File: config.mk
export PLATFORM = sky130hd
export DESIGN_NAME = gshareTop
export DESIGN_NICKNAME = d
export VERILOG_FILES = /design/src/hdl/gsharePkg.sv /design/src/hdl/phtRam.sv /design/src/hdl/ghrCheckpoint.sv /design/src/hdl/predictorConfig.sv /design/src/hdl/gsharePredictor.sv /design/src/hdl/gshareTop.sv
export VERILOG_INCLUDE_DIRS = /design/src /design/src/hdl
export SDC_FILE = /design/constraint.sdc
export NUM_CORES = 1
export LEC_CHECK = 0
export BUFFER_PORTS_ARGS = -buffer_cell sky130_fd_sc_hd__buf_2
export CAP_MARGIN = 20
export CORE_UTILIZATION = 45
export DETAILED_ROUTE_END_ITERATION = 8
export PLACE_DENSITY_LB_ADDON = 0.1
export SLEW_MARGIN = 10
export SYNTH_ARGS = -nofsm -noshare
export SYNTH_HDL_FRONTEND = slang
export SYNTH_SLANG_ARGS = --single-unit
File: constraint.sdc
create_clock -name clk -period 18.7 [get_ports clk]
set_input_delay 1.87 -clock clk [delete_from_list [all_inputs] [get_ports clk]]
set_output_delay 1.87 -clock clk [all_outputs]
set_load 0.03 [all_outputs]
File: src/hdl/gshare_params.svh
/*
  size macros for the gshare predictor
  history and index width, pc width, checkpoint depth, tag and counter widths
*/

`ifndef GSHARE_PARAMS_SVH
`define GSHARE_PARAMS_SVH

// global history length, also the pht index width (256 entries)
`define GS_HIST_BITS 8

// fetch pc width
`define GS_PC_BITS 32

// in-flight prediction slots, same as the credit total
`define GS_CKPT_DEPTH 4

// tag names one checkpoint slot
`define GS_TAG_BITS 2

// statistics counters and config data
`define GS_CNT_BITS 16

`endif

File: src/hdl/gsharePkg.sv
/*
  shared types of the gshare predictor
  mode and register address enums, fetch/execute structs, checkpoint slot
*/

`default_nettype none
`include "gshare_params.svh"

package gsharePkg;

  // how the index is formed and whether the table is used at all
  typedef enum logic [1:0] {
    PM_GSHARE,
    PM_BIMODAL,
    PM_STATIC_NT
  } predModeE;

  // register map of the config block
  typedef enum logic [1:0] {
    CFG_MODE,
    CFG_BRANCHES,
    CFG_MISSES
  } cfgAddrE;

  // fetch request, one branch pc
  typedef struct packed {
    logic                   valid;
    logic [`GS_PC_BITS-1:0] pc;
  } predReqT;

  // prediction back to fetch
  typedef struct packed {
    logic                    valid;
    logic                    taken;
    logic [`GS_TAG_BITS-1:0] tag;
  } predRespT;

  // outcome from execute, always for the oldest tag
  typedef struct packed {
    logic                    valid;
    logic [`GS_TAG_BITS-1:0] tag;
    logic                    taken;
  } resolveT;

  // one checkpoint slot
  // hist is the history before the predicted bit went in
  typedef struct packed {
    logic [`GS_HIST_BITS-1:0] hist;
    logic [`GS_HIST_BITS-1:0] idx;
    logic [1:0]               oldCnt;
    logic                     predTaken;
  } ckptEntryT;

  // host register access
  typedef struct packed {
    logic                    we;
    cfgAddrE                 addr;
    logic [`GS_CNT_BITS-1:0] wdata;
  } cfgReqT;

endpackage

`default_nettype wire

File: src/hdl/phtRam.sv
/*
  pattern history table of 2-bit counters
  one registered read port, one write port, clear sweep after reset
*/

`default_nettype none
`include "gshare_params.svh"

module phtRam (
  input  logic                     clk,
  input  logic                     rstN,
  input  logic [`GS_HIST_BITS-1:0] rdIdx,
  input  logic                     rdEn,
  output logic [1:0]               rdData,
  input  logic                     wrEn,
  input  logic [`GS_HIST_BITS-1:0] wrIdx,
  input  logic [1:0]               wrData,
  output logic                     ready
);

  localparam int Entries = 1 << `GS_HIST_BITS;

  logic [1:0]               mem [Entries];
  logic [`GS_HIST_BITS-1:0] sweepIdx;

  // muxed write port, the sweep owns it until ready
  logic                     memWe;
  logic [`GS_HIST_BITS-1:0] memWIdx;
  logic [1:0]               memWData;

  always_comb begin
    if (!ready) begin
      memWe    = 1'b1;
      memWIdx  = sweepIdx;
      memWData = 2'b01;  // weakly not-taken
    end else begin
      memWe    = wrEn;
      memWIdx  = wrIdx;
      memWData = wrData;
    end
  end

  // sweep walks all entries once, 256 cycles
  always_ff @(posedge clk) begin
    if (!rstN) begin
      sweepIdx <= '0;
      ready    <= 1'b0;
    end else if (!ready) begin
      sweepIdx <= sweepIdx + 1'b1;
      if (sweepIdx == '1)
        ready <= 1'b1;
    end
  end

  // read-first: a same-index write lands after the old value is taken
  always_ff @(posedge clk) begin
    if (memWe)
      mem[memWIdx] <= memWData;
    if (rdEn)
      rdData <= mem[rdIdx];
  end

endmodule

`default_nettype wire

File: src/hdl/ghrCheckpoint.sv
/*
  speculative global history and checkpoint fifo
  repair and squash on misprediction, credit return to fetch
*/

`default_nettype none
`include "gshare_params.svh"

module ghrCheckpoint import gsharePkg::*; (
  input  logic                     clk,
  input  logic                     rstN,
  input  logic                     push,
  input  ckptEntryT                pushEntry,
  output logic [`GS_TAG_BITS-1:0]  pushTag,
  output logic [`GS_HIST_BITS-1:0] ghr,
  input  logic                     pop,
  output ckptEntryT                popEntry,
  input  logic                     repair,
  input  logic                     actualTaken,
  input  logic                     tableReady,
  output logic [2:0]               creditReturn,
  output logic                     squash
);

  localparam int HB = `GS_HIST_BITS;

  logic [HB-1:0]           ghrQ;
  ckptEntryT               slots [`GS_CKPT_DEPTH];
  logic [`GS_TAG_BITS-1:0] wrPtr;
  logic [`GS_TAG_BITS-1:0] rdPtr;
  logic [2:0]              count;
  logic                    readyQ;
  logic                    flush;

  assign flush   = pop & repair;
  assign pushTag = wrPtr;

  // history seen by a request this cycle, includes a push in flight
  // predicted bit enters at the msb end
  assign ghr = push ? {pushEntry.predTaken, ghrQ[HB-1:1]} : ghrQ;

  // empty fifo: the entry being pushed is the oldest one
  assign popEntry = (count == '0) ? pushEntry : slots[rdPtr];

  //////////////////////////////////////////////////
  // history register
  //////////////////////////////////////////////////

  always_ff @(posedge clk) begin
    if (!rstN)
      ghrQ <= '0;
    else if (flush)
      ghrQ <= {actualTaken, popEntry.hist[HB-1:1]};  // checkpoint plus real outcome
    else if (push)
      ghrQ <= ghr;
  end

  //////////////////////////////////////////////////
  // checkpoint fifo
  //////////////////////////////////////////////////

  always_ff @(posedge clk) begin
    if (!rstN) begin
      wrPtr <= '0;
      rdPtr <= '0;
      count <= '0;
    end else if (flush) begin
      // drop every younger slot, next tag follows the resolved one
      rdPtr <= rdPtr + 1'b1;
      wrPtr <= rdPtr + 1'b1;
      count <= '0;
    end else begin
      if (push)
        wrPtr <= wrPtr + 1'b1;
      if (pop)
        rdPtr <= rdPtr + 1'b1;
      count <= count + {2'b0, push} - {2'b0, pop};
    end
  end

  always_ff @(posedge clk) begin
    if (push)
      slots[wrPtr] <= pushEntry;
  end

  //////////////////////////////////////////////////
  // credits and squash
  //////////////////////////////////////////////////

  always_ff @(posedge clk) begin
    if (!rstN) begin
      readyQ       <= 1'b0;
      creditReturn <= '0;
      squash       <= 1'b0;
    end else begin
      readyQ <= tableReady;
      squash <= flush;
      if (tableReady && !readyQ)
        creditReturn <= 3'(`GS_CKPT_DEPTH);  // full grant once the table is clear
      else if (flush)
        creditReturn <= count + {2'b0, push};  // popped slot plus all younger
      else if (pop)
        creditReturn <= 3'd1;
      else
        creditReturn <= '0;
    end
  end

endmodule

`default_nettype wire

File: src/hdl/predictorConfig.sv
/*
  predictor register block
  mode select, resolved and mispredicted event counters
*/

`default_nettype none
`include "gshare_params.svh"

module predictorConfig import gsharePkg::*; (
  input  logic                    clk,
  input  logic                    rstN,
  input  cfgReqT                  cfgReq,
  output logic [`GS_CNT_BITS-1:0] cfgRdata,
  output predModeE                mode,
  input  logic                    resolved,
  input  logic                    mispredicted
);

  localparam int CB = `GS_CNT_BITS;

  // index 0 counts resolved branches, index 1 mispredictions
  logic [CB-1:0] evtCnt [2];
  logic [1:0]    evtHit;
  logic [1:0]    evtClr;

  assign evtHit    = {mispredicted, resolved};
  assign evtClr[0] = cfgReq.we & (cfgReq.addr == CFG_BRANCHES);
  assign evtClr[1] = cfgReq.we & (cfgReq.addr == CFG_MISSES);

  always_ff @(posedge clk) begin
    if (!rstN)
      mode <= PM_GSHARE;
    else if (cfgReq.we && cfgReq.addr == CFG_MODE)
      mode <= predModeE'(cfgReq.wdata[1:0]);
  end

  // saturating, a write to the address clears and wins over an event
  always_ff @(posedge clk) begin
    for (int i = 0; i < 2; i++) begin
      if (!rstN)
        evtCnt[i] <= '0;
      else if (evtClr[i])
        evtCnt[i] <= '0;
      else if (evtHit[i] && evtCnt[i] != '1)
        evtCnt[i] <= evtCnt[i] + 1'b1;
    end
  end

  // read data one cycle after the address
  always_ff @(posedge clk) begin
    case (cfgReq.addr)
      CFG_MODE:     cfgRdata <= {{(CB-2){1'b0}}, mode};
      CFG_BRANCHES: cfgRdata <= evtCnt[0];
      CFG_MISSES:   cfgRdata <= evtCnt[1];
      default:      cfgRdata <= '0;
    endcase
  end

endmodule

`default_nettype wire

File: src/hdl/gsharePredictor.sv
/*
  gshare direction predictor core
  index hashing, prediction response, counter update, misprediction detect
*/

`default_nettype none
`include "gshare_params.svh"

module gsharePredictor import gsharePkg::*; (
  input  logic       clk,
  input  logic       rstN,
  input  predModeE   mode,
  input  predReqT    predReq,
  output predRespT   predResp,
  input  resolveT    resolve,
  output logic [2:0] creditReturn,
  output logic       squash,
  output logic       resolved,
  output logic       mispredicted
);

  localparam int HB = `GS_HIST_BITS;

  logic [HB-1:0]           ghr;
  logic [HB-1:0]           reqHist;
  logic [HB-1:0]           reqIdx;
  logic                    stageValid;
  logic                    stageStatic;
  logic [HB-1:0]           stageHist;
  logic [HB-1:0]           stageIdx;
  logic                    dropQ;
  logic [1:0]              cnt;
  logic [1:0]              newCnt;
  logic                    predTaken;
  logic                    tableReady;
  logic [`GS_TAG_BITS-1:0] pushTag;
  logic [2:0]              ckptCredit;
  ckptEntryT               pushEntry;
  ckptEntryT               popEntry;

  //////////////////////////////////////////////////
  // request side
  //////////////////////////////////////////////////

  // bimodal drops the history, upper pc bit folded onto the lowest word bit
  assign reqHist = (mode == PM_BIMODAL) ? '0 : ghr;
  assign reqIdx  = reqHist ^ {predReq.pc[HB+1] ^ predReq.pc[1], predReq.pc[HB:2]};

  // request held for the table read, killed by a same-cycle misprediction
  always_ff @(posedge clk) begin
    if (!rstN) begin
      stageValid <= 1'b0;
      dropQ      <= 1'b0;
    end else begin
      stageValid <= predReq.valid & ~mispredicted;
      dropQ      <= predReq.valid & mispredicted;
    end
  end

  always_ff @(posedge clk) begin
    stageHist   <= ghr;
    stageIdx    <= reqIdx;
    stageStatic <= (mode == PM_STATIC_NT);
  end

  // counter msb, static mode never predicts taken
  assign predTaken = ~stageStatic & cnt[1];
  assign pushEntry = '{hist: stageHist, idx: stageIdx, oldCnt: cnt, predTaken: predTaken};
  assign predResp  = '{valid: stageValid, taken: predTaken, tag: pushTag};

  //////////////////////////////////////////////////
  // resolve side
  //////////////////////////////////////////////////

  assign resolved     = resolve.valid;
  assign mispredicted = resolve.valid & (resolve.taken != popEntry.predTaken);

  // 2-bit saturating update of the stored counter
  always_comb begin
    if (resolve.taken)
      newCnt = (popEntry.oldCnt == 2'b11) ? 2'b11 : popEntry.oldCnt + 1'b1;
    else
      newCnt = (popEntry.oldCnt == 2'b00) ? 2'b00 : popEntry.oldCnt - 1'b1;
  end

  // a request dropped with the misprediction gives its credit back too
  assign creditReturn = ckptCredit + {2'b0, dropQ};

  phtRam pht_i (
    .clk    (clk),
    .rstN   (rstN),
    .rdIdx  (reqIdx),
    .rdEn   (predReq.valid),
    .rdData (cnt),
    .wrEn   (resolve.valid & (mode != PM_STATIC_NT)),
    .wrIdx  (popEntry.idx),
    .wrData (newCnt),
    .ready  (tableReady)
  );

  ghrCheckpoint ckpt_i (
    .clk          (clk),
    .rstN         (rstN),
    .push         (stageValid),
    .pushEntry    (pushEntry),
    .pushTag      (pushTag),
    .ghr          (ghr),
    .pop          (resolve.valid),
    .popEntry     (popEntry),
    .repair       (mispredicted),
    .actualTaken  (resolve.taken),
    .tableReady   (tableReady),
    .creditReturn (ckptCredit),
    .squash       (squash)
  );

endmodule

`default_nettype wire

File: src/hdl/gshareTop.sv
/*
  gshare predictor top level
  config block and predictor core
*/

`default_nettype none
`include "gshare_params.svh"

module gshareTop import gsharePkg::*; (
  input  logic                    clk,
  input  logic                    rstN,
  input  predReqT                 predReq,
  output predRespT                predResp,
  input  resolveT                 resolve,
  output logic [2:0]              creditReturn,
  output logic                    squash,
  input  cfgReqT                  cfgReq,
  output logic [`GS_CNT_BITS-1:0] cfgRdata
);

  predModeE mode;
  logic     resolved;
  logic     mispredicted;

  // mode goes down, resolve events come back up for the statistics
  predictorConfig cfg_i (
    .clk          (clk),
    .rstN         (rstN),
    .cfgReq       (cfgReq),
    .cfgRdata     (cfgRdata),
    .mode         (mode),
    .resolved     (resolved),
    .mispredicted (mispredicted)
  );

  gsharePredictor pred_i (
    .clk          (clk),
    .rstN         (rstN),
    .mode         (mode),
    .predReq      (predReq),
    .predResp     (predResp),
    .resolve      (resolve),
    .creditReturn (creditReturn),
    .squash       (squash),
    .resolved     (resolved),
    .mispredicted (mispredicted)
  );

endmodule

`default_nettype wire

# After elaboration in Yosys (flattened, before gate mapping)
# Memories as Yosys holds them, arrays and structs flattened. A register that Yosys moved wholly into a read port is not among the register bits.
# Cells that the tools add are included.
# W data, S select, Z words.
[word_totals] register_bits=66 ramBits=620 inputBits=58 wordCells=115 memories=3
[mem_list] name="pred_i.pht_i.mem" words=256 word_bits=2 rd=1 rd_clocked_by_memory_dff=1 write_ports=1 line="phtRam.sv:23" source="logic [1:0] mem [Entries];"
[mem_list] name="pred_i.ckpt_i.slots" words=4 word_bits=19 rd=1 rd_clocked_by_memory_dff=1 write_ports=1 line="ghrCheckpoint.sv:28" source="ckptEntryT slots [`GS_CKPT_DEPTH];"
[mem_list] name="cfg_i.evtCnt" words=2 word_bits=16 rd=2 rd_clocked_by_memory_dff=0 write_ports=2 line="predictorConfig.sv:22" source="logic [CB-1:0] evtCnt [2];"
[op_classes] n_addsub=10 n_eq_ne=10 mux=46 bitwise=17 reduce_logical=12
[op_table] operator="$mux W16" count=4
[op_table] operator="$pmux W16 S3" count=1
[op_table] operator="$mux W8" count=5
[op_table] operator="$add A16 B1 Y16 const B" count=2
[op_table] operator="$ne A16 B16 Y1 const B" count=2
[op_table] operator="$mux W1" count=23
[op_table] operator="$mux W2" count=10
[op_table] operator="$mux W19" count=1
[op_table] operator="$add A8 B1 Y8 const B" count=1
[op_table] operator="$and A1 B1 Y1" count=8
[op_table] operator="$eq A8 B8 Y1 const B" count=1
[op_table] operator="$xor A8 B8 Y8" count=1
[op_table] operator="$add A2 B1 Y2 const B" count=3
[op_table] operator="$add A3 B1 Y3" count=2
[op_table] operator="$eq A2 B2 Y1 const B" count=3
[op_table] operator="$mux W3" count=2
[op_table] operator="$eq A2 B1 Y1 const B" count=2
[op_table] operator="$logic_and A1 B1 Y1" count=4
[op_table] operator="$logic_not A2 Y1" count=2
[op_table] operator="$or A1 B1 Y1" count=4
[op_table] operator="$reduce_bool A2 Y1" count=2
[op_table] operator="$reduce_or A2 Y1" count=2
[op_table] operator="$logic_not A3 Y1" count=1
[op_table] operator="$not A1 Y1" count=3
[op_table] operator="6 further kinds" count=6

# Logic depth before layout (Yosys ltp)
# Gate-level depths: netlist (run 1).
[logic_depth] word_depth=11 depth_mapped=16 mapped_depth_nobuf=11

# Hierarchy
# A second synthesis (run 1) with hierarchy kept.
[unflattened] hier_cells=1881 area_unflattened_um2=28832.7
[by_module_without_submodules] mod="phtRam" n_inst=1 cells_per_inst=1350 area_each_um2=21793.4
[by_module_without_submodules] mod="ghrCheckpoint" n_inst=1 cells_per_inst=260 area_each_um2=4001.3
[by_module_without_submodules] mod="predictorConfig" n_inst=1 cells_per_inst=215 area_each_um2=2407.3
[by_module_without_submodules] mod="gsharePredictor" n_inst=1 cells_per_inst=56 area_each_um2=630.6

# Worst setup path after synthesis (run 1)
# Ideal clock, no wire load.
[synth_path] path_kind="in2reg" from="in resolve[0] in the netlist's numbering" to="mem pred_i.pht_i.mem[0][0] (data pin)" setup_ns=2.188 arrival_ns=11.949 required_ns=16.512 setup_slack_ns=4.562 stages=3 n_path_buf=0 cell_sequence="and2_1 nor2_1 o21ai_0"
[synth_between] elab_chain_cells=2
[synth_rtl] element="start, declared" line="gshareTop.sv:14" source="input resolveT resolve,"
[synth_rtl] element="$mux W2" line="gsharePredictor.sv:80" source="if (resolve.taken)"
[synth_rtl] element="$mux W2" line="phtRam.sv:32" source="if (!ready) begin"
[synth_rtl] element="named net pred_i.pht_i.memWData[0]" line="phtRam.sv:29" source="logic [1:0] memWData;"
[synth_rtl] element="end, declared" line="phtRam.sv:23"
# The timed path passes the listed nets, and every way through them passes these cells.

# Final worst setup path (run 1)
[layout_path] from="in predReq[3] in the netlist's numbering" to="reg pred_i.pht_i.rdData[1] (read register of pred_i.pht_i.mem) (data pin)"
[layout_between] elab_chain_cells=1
[layout_rtl] element="start, declared" line="gshareTop.sv:12" source="input predReqT predReq,"
[layout_rtl] element="$xor A8 B8 Y8" line="gsharePredictor.sv:47" source="assign reqIdx = reqHist ^ {predReq.pc[HB+1] ^ predReq.pc[1], predReq.pc[HB:2]};"
[layout_rtl] element="end, declared" line="phtRam.sv:14" source="output logic [1:0] rdData,"
# Every way passes these cells.
# A chain may end at the register's enable or synchronous reset.

==> impl_metrics.ini, run 1 <==
[pwr]
seqPwrFrac_pct = 45.0
ir_drop_v = 0.0000661
leakagePower_nw = 10.9
p_per_area_nw_per_um2 = 122
power_frac_clock_pct = 36.1
total_power_w = 0.00394
pwr-share-comb_pct = 18.9
power_switching_w = 0.00114
switching_share_pct = 28.9
p_int_w = 0.00280

[grt]
grt_pass1_wl_um = 109000
grt_pass1_vias = 17000
grt_antenna_before_repair = 0
overflow = 0
grt_max_degree = 116
track_usage_pct = 23.1

[setup_path]
critPathRequiredTime_ns = 19.00
worstReg2RegStart = pred_i.stageValid
crit_fanout = 39
critPathKind = primary input to flop
cp.arrival_ns = 6.33
end_kind = flop
crit_path_start = predReq[3]
worstSetupStartpointType = primary input

[timing]
finalSetupViolCount = 0
final.setup_skew_ns = 0.0253
final.period_utilization_pct = 32.2
relSlewSlack_pct = 22.9
clock.fmax_mhz = 166
period_needed_ns = 6.03
timing.final.hold_violations = 0
drv_slew = 0
setup_ws_ns = 12.67
worst_pin_slew_ns = 1.15
setup_tns_ns = 0
rsz0062_at_grt = no

[routing]
drc = 0
via_per_inst = 5.74
routed_wl_um = 73300
wl_per_cell_um = 24.8
ant_nets = 0
drt-initial-drc-count = 1603
vias = 16900
firstDrtPassIters = 7

[synth]
syn-cell-area_um2 = 28700
synthArstFlopShare_pct = 0
synth.avg_cell_area_um2 = 14.3
ys_seq_area_share_pct = 69.3
synth_edf_count = 618
syn_inst = 2007
synth_top_flop_cell = edfxtp_1
syn_nets = 2078
synth_seq_cells = 685
synth_cell_types = 73
ys_warn_count = 0

[die]
num_io_pins = 82
die-height_um = 255
start_util_pct = 45.5
coreArea_um2 = 63100
die_area_um2 = 64800
die_w_um = 255
core.rowCount = 92

[cells_and_area]
nFillCells = 5494
final_cell_mix = edfxtp_1 (618), nor2_1 (332), nand2_1 (186)
multi_input_area_um2 = 8100
layout.nets = 2121
area_growth_pct = 12.1
final_common_cell = edfxtp_1
num_antenna_cells = 0
final_area_um2 = 32200
fin_cells = 2952
drive_gt1_share_pct = 14.7
register_area_um2 = 19900

[min_path]
min_from = pred_i.stageHist[6]
min_path_type = flop to flop

[clock_tree]
clockBufferDepth = 3
cts_tree = built
htreeDepth = 3
clock_latency_ns = 0.62
root_buffer = clkbuf_16
cts_buffers = 75
path_clk_slew_ns = 0.06
cts.sinks = 685
post_cts_resized = 0
cts_hold_buf = 0
post_cts_buffers = 0

[place]
routabilityCongestion = 0.821
dp_hpwl_um = 44600
place_ws_ns = 12.06
placed_area_um2 = 29800
io_buffer_count = 42
dp_cells = 2814

[run]
cap_violations = 0

[status]
status = completed
critical path, cell delays in order:
cell,delay (ns)
buf_2,0.15
or3_1,0.37
buf_4,0.28
and2_4,0.42
inv_4,0.49
buf_4,0.63
nand2_1,0.61
o22ai_1,0.35
nor4_1,0.15
nor4_1,0.56
a41o_1,0.21
mux2i_1,0.17
kinds of logic after synthesis:
kind of cell             count (synthesis)  synth area share, %
AO/OA/AOI/OAI                          211                 5.35
XOR/XNOR                                45                 1.37
adder cells (fa/ha/maj)                 13                0.566
buffers and inverters                  154                 2.62
flip-flops                             685                 69.3
multiplexers                           145                 9.20
AND/OR/NAND/NOR                        754                 11.6
path summary, 6_finish.rpt:
path | end | slack (ns) | cells after the start
worst max register to register | pred_i.pht_i.rdData[1] | 13.26 | 13
worst min register to register | pred_i.ckpt_i.slots[3][17] | 0.51 | 0
worst min-delay path | pred_i.ckpt_i.slots[3][17] | 0.51 | 0
worst max-delay path | pred_i.pht_i.rdData[1] | 12.67 | 12
metal layers:
metal,track usage (%),part of all wire [%],vias up
met4,7.37,2.9,0
li1,-,-,7655
met3,4.84,7.0,119
met5,0,0,-
met2,38.0,48,603
met1,30.6,42,8562
power by group through the flow:
stage	Combinational, W	Sequential [W]	Clock (W)
floorplan	0.000503	0.00180	0
global placement	0.000744	0.00180	0
detailed placement	0.000744	0.00180	0
CTS	0.000748	0.00177	0.00145
global route	0.000798	0.00178	0.00151
finish	0.000745	0.00177	0.00142
synthesized netlist by cell type (7+ instances only):
cell       count  share of area, %
a211oi_1      37              0.97
a21oi_1       21              0.37
a22o_1        15              0.46
a31oi_1       18              0.39
and2_1        23              0.50
and3_1        63               1.4
buf_2         23              0.40
buf_4         11              0.29
buf_6          8              0.31
clkbuf_1      73              0.95
dfxtp_1       67               4.7
edfxtp_1     618                65
ha_1          13              0.57
inv_1         28              0.37
mux2i_1       48               1.7
mux4_2        94               7.4
nand2_1      186               2.4
nand3_1       78               1.4
nand4_1       10              0.22
nor2_1       333               4.4
nor2b_1       13              0.28
nor3_1        13              0.23
nor4_1         8              0.17
o2111ai_1      9              0.27
o211ai_1       7              0.18
o21ai_0       21              0.37
o22ai_1       16              0.35
or3_1          7              0.15
xnor2_1       22              0.67
xor2_1        23              0.70
registers in the layout, summed over array words and instances, names as in the netlist, named ones only:
name and count:
pred_i.pht_i.ready 1, pred_i.ckpt_i.readyQ 1, pred_i.ckpt_i.ghrQ 8, pred_i.pht_i.mem 512, pred_i.ckpt_i.rdPtr 2, pred_i.stageValid 1
cfg_i.mode 2, cfg_i.evtCnt 32, pred_i.ckpt_i.pushTag 2, pred_i.ckpt_i.count 3, pred_i.ckpt_i.slots 72, pred_i.stageStatic 1
cfg_i.cfgRdata 16, pred_i.ckpt_i.squash 1, pred_i.stageIdx 8, pred_i.stageHist 7, pred_i.dropQ 1, pred_i.pht_i.rdData 2
pred_i.pht_i.sweepIdx 8, pred_i.ckpt_i.creditReturn 3
through the flow:
stage                     util, %  hold WS (ns)
after CTS                    50.9         0.499
final                        51.0         0.506
after detailed placement     47.2         0.488
after global placement       47.0         0.473
after global routing         51.0         0.522
after floorplan                 -         0.455
area by class of cell:
| class | instances | area share [%] |
|---|---|---|
| Clock buffer | 110 | 6.61 |
| Clock inverter | 23 | 0.676 |
| Inverter | 30 | 0.365 |
| Multi-Input combinational cell | 1168 | 25.1 |
| Sequential cell | 685 | 61.8 |
| Tap cell | 846 | 3.29 |
| Timing Repair Buffer | 90 | 2.12 |
Note: power is estimated with default switching activity, not from simulation.
==> run 2: changes to the inputs <==
ABC_AREA = 1   (was unset)
clock period = 5.6 ns   (was 18.7 ns; I/O delays follow)
==> impl_metrics.ini, run 2 <==
[run]
cap_violations = 0

[min_path]
hold_end = pred_i.pht_i.rdData[1]
min_path_type = primary input to flop
min_from = predReq[32]
hold-path-cell-count = 1

[grt]
overflow = 0
grt_pass1_wl_um = 120000
grt_antenna_before_repair = 0
grt_pass1_vias = 20400
track_usage_pct = 22.4
grt_max_degree = 177

[die]
die-height_um = 266
num_io_pins = 82
core.rowCount = 96
die_w_um = 266
die_area_um2 = 70500
start_util_pct = 45.5
coreArea_um2 = 68700

[routing]
firstDrtPassIters = 6
ant_nets = 0
top_layer = met4
vias = 21200
via_per_inst = 5.14
routed_wl_um = 77700
drc = 0
wl_per_cell_um = 18.8
wl_met2_um = 37100
drt-initial-drc-count = 1597
m1WireLength_um = 35000
wl_met3_um = 3510

[timing]
final.period_utilization_pct = 72.6
rsz0062_at_grt = no
relSlewSlack_pct = 24.1
finalSetupViolCount = 0
drv_slew = 0
clock.fmax_mhz = 246
timing.final.hold_violations = 0
worst_pin_slew_ns = 1.14
whs_ns = 0.204
final.setup_skew_ns = 0.0151
period_needed_ns = 4.07

[cells_and_area]
layout.nets = 3213
regMostFlops = pred_i.pht_i.mem
reg_top3 = pred_i.pht_i.mem (512), pred_i.ckpt_i.slots (72), cfg_i.evtCnt (32)
nFillCells = 6477
drive_gt1_share_pct = 10.4
final_common_cell = nand2_1
utilization_pct = 50.0
num_antenna_cells = 0
largest_register_ffs = 512
final_cell_mix = nand2_1 (701), edfxtp_1 (618), nand3_1 (464)
area_growth_pct = 9.94

[clock_tree]
clock_latency_ns = 0.62
htreeDepth = 3
cts_tree = built
cts_hold_buf = 0
cts_buffers = 76
post_cts_buffers = 0
post_cts_resized = 0
path_clk_slew_ns = 0.06
clockBufferDepth = 3
cts.sinks = 685
root_buffer = clkbuf_16

[synth]
synth_cell_types = 53
ys_warn_count = 0
synthXorXnorAreaFrac_pct = 0.728
yosysTopAreaCell = edfxtp_1
synthAdderAreaFrac_pct = 0.520
ys_seq_area_share_pct = 63.6
synth_top_family_by_area = simple AND/OR/NAND/NOR gates
synth_top_area_share_pct = 59.3
synth_top_flop_cell = edfxtp_1
syn-cell-area_um2 = 31300
syn_nets = 3227
syn_inst = 3156
synth_edf_count = 618
synth-simple-area-share_pct = 22.7
synth_commonest_cells = nand2_1 (704), edfxtp_1 (618), nand3_1 (464)
synth_compound_area_share_pct = 3.39
yosysMostFrequentCell = nand2_1
synth.avg_cell_area_um2 = 9.91
synth_area_leaders = edfxtp_1 (59%), nand2_1 (8.5%), nand3_1 (7.4%), inv_1 (5.5%), dfxtp_1 (4.3%)
synthArstFlopShare_pct = 0
yosys-mux-area-fraction_pct = 0
synth_seq_cells = 685

[status]
status = completed

[pwr]
p_per_area_nw_per_um2 = 374
leakagePower_nw = 13.5
ir_drop_v = 0.000255

[place]
io_buffer_count = 42
routabilityCongestion = 0.818
dp_hpwl_um = 45500

[setup_path]
end_kind = flop
reg2reg_depth = 14
worstSetupStartpointType = flop
rrSetupSlack_ns = 1.53
crit_fanout = 155
worstReg2RegStart = pred_i.stageValid
critPathRequiredTime_ns = 5.94
cp.arrival_ns = 4.41
worstReg2RegEnd = pred_i.pht_i.rdData[0]
critPathKind = flop to flop
run 2: cell types whose count changed in the layout (fill, tap and decap cells not counted), moves of 36 or more:
| cell | change |
|---|---|
| nand2_1 | +515 |
| nor2_2 | +62 |
| nand3_1 | +386 |
| inv_1 | +433 |
| mux2i_1 | -48 |
| a211oi_1 | -36 |
| mux4_2 | -94 |
| and3_1 | -62 |
| o21ai_0 | +57 |
run 2: logic make-up (layout without fill, tap and decap cells):
logic type,count (synthesis),in the layout
AND/OR/NAND/NOR,1614,1614
flip-flops,685,685
buffers and inverters,649,689
AO/OA/AOI/OAI,172,172
XOR/XNOR,23,23
adder cells (fa/ha/maj),13,13
run 2: worst max-delay path, cell delays in order (launching register included):
cell and delay, ns:
dfxtp_1 0.81, nand2_1 0.13, nand3_1 0.23, nand2_2 0.18, nand2_8 0.64, buf_4 0.49, nand2_1 0.11, nand3_1 0.10
nand3_1 0.12, nand3_1 0.20, nand3_1 0.14, nand3_1 0.12, nand3_1 0.07, nand3_1 0.09, nand2_1 0.12
run 2: per-stage QoR:
stage               instance area [um^2]  setup slack [ns]  instances  TNS, ns  power, W
global route                       34400              1.29       4127        0    0.0134
CTS                                34400              1.59       4127        0    0.0130
floorplan                          31300             -3.68       3156  -940.87   0.00756
detailed placement                 32100              1.58       3995        0   0.00827
global placement                   32000              1.66       3993        0   0.00822
finish                             34400              1.53       4127        0    0.0129
run 2: worst max-delay path by stage:
stage,from,end,depth (start not counted)
2_1_floorplan,pred_i.ckpt_i.count[1],pred_i.pht_i.mem[0][0],7
4_1_cts,pred_i.stageValid,pred_i.pht_i.rdData[0],14
3_5_place_dp,pred_i.stageValid,pred_i.pht_i.rdData[0],14
5_1_grt,pred_i.stageValid,pred_i.pht_i.rdData[0],16
3_3_place_gp,pred_i.stageValid,pred_i.pht_i.rdData[1],16
6_report,pred_i.stageValid,pred_i.pht_i.rdData[0],14
run 2: layer usage:
layer / vias to the layer above / global-route usage (%)
met5: - / 0
met4: 0 / 7.19
met3: 135 / 2.61
met2: 519 / 37.0
met1: 10200 / 31.0
li1: 10300 / -
run 2: area by class of cell:
type	count	area (um^2)	share of cell area, %
Sequential cell	685	19900	57.9
Multi-Input combinational cell	1822	8640	25.1
Clock buffer	101	2070	6.03
Inverter	483	1820	5.29
Tap cell	931	1160	3.39
Timing Repair Buffer	74	541	1.57
Clock inverter	31	244	0.710
run 2: where the power goes:
part           internal [W]  total (W)  switching [W]  leakage (nW)
clock               0.00273    0.00472        0.00199          1.12
sequential          0.00570    0.00581       0.000115          6.96
combinational      0.000647    0.00234        0.00169          5.41
total               0.00908     0.0129        0.00379          13.5
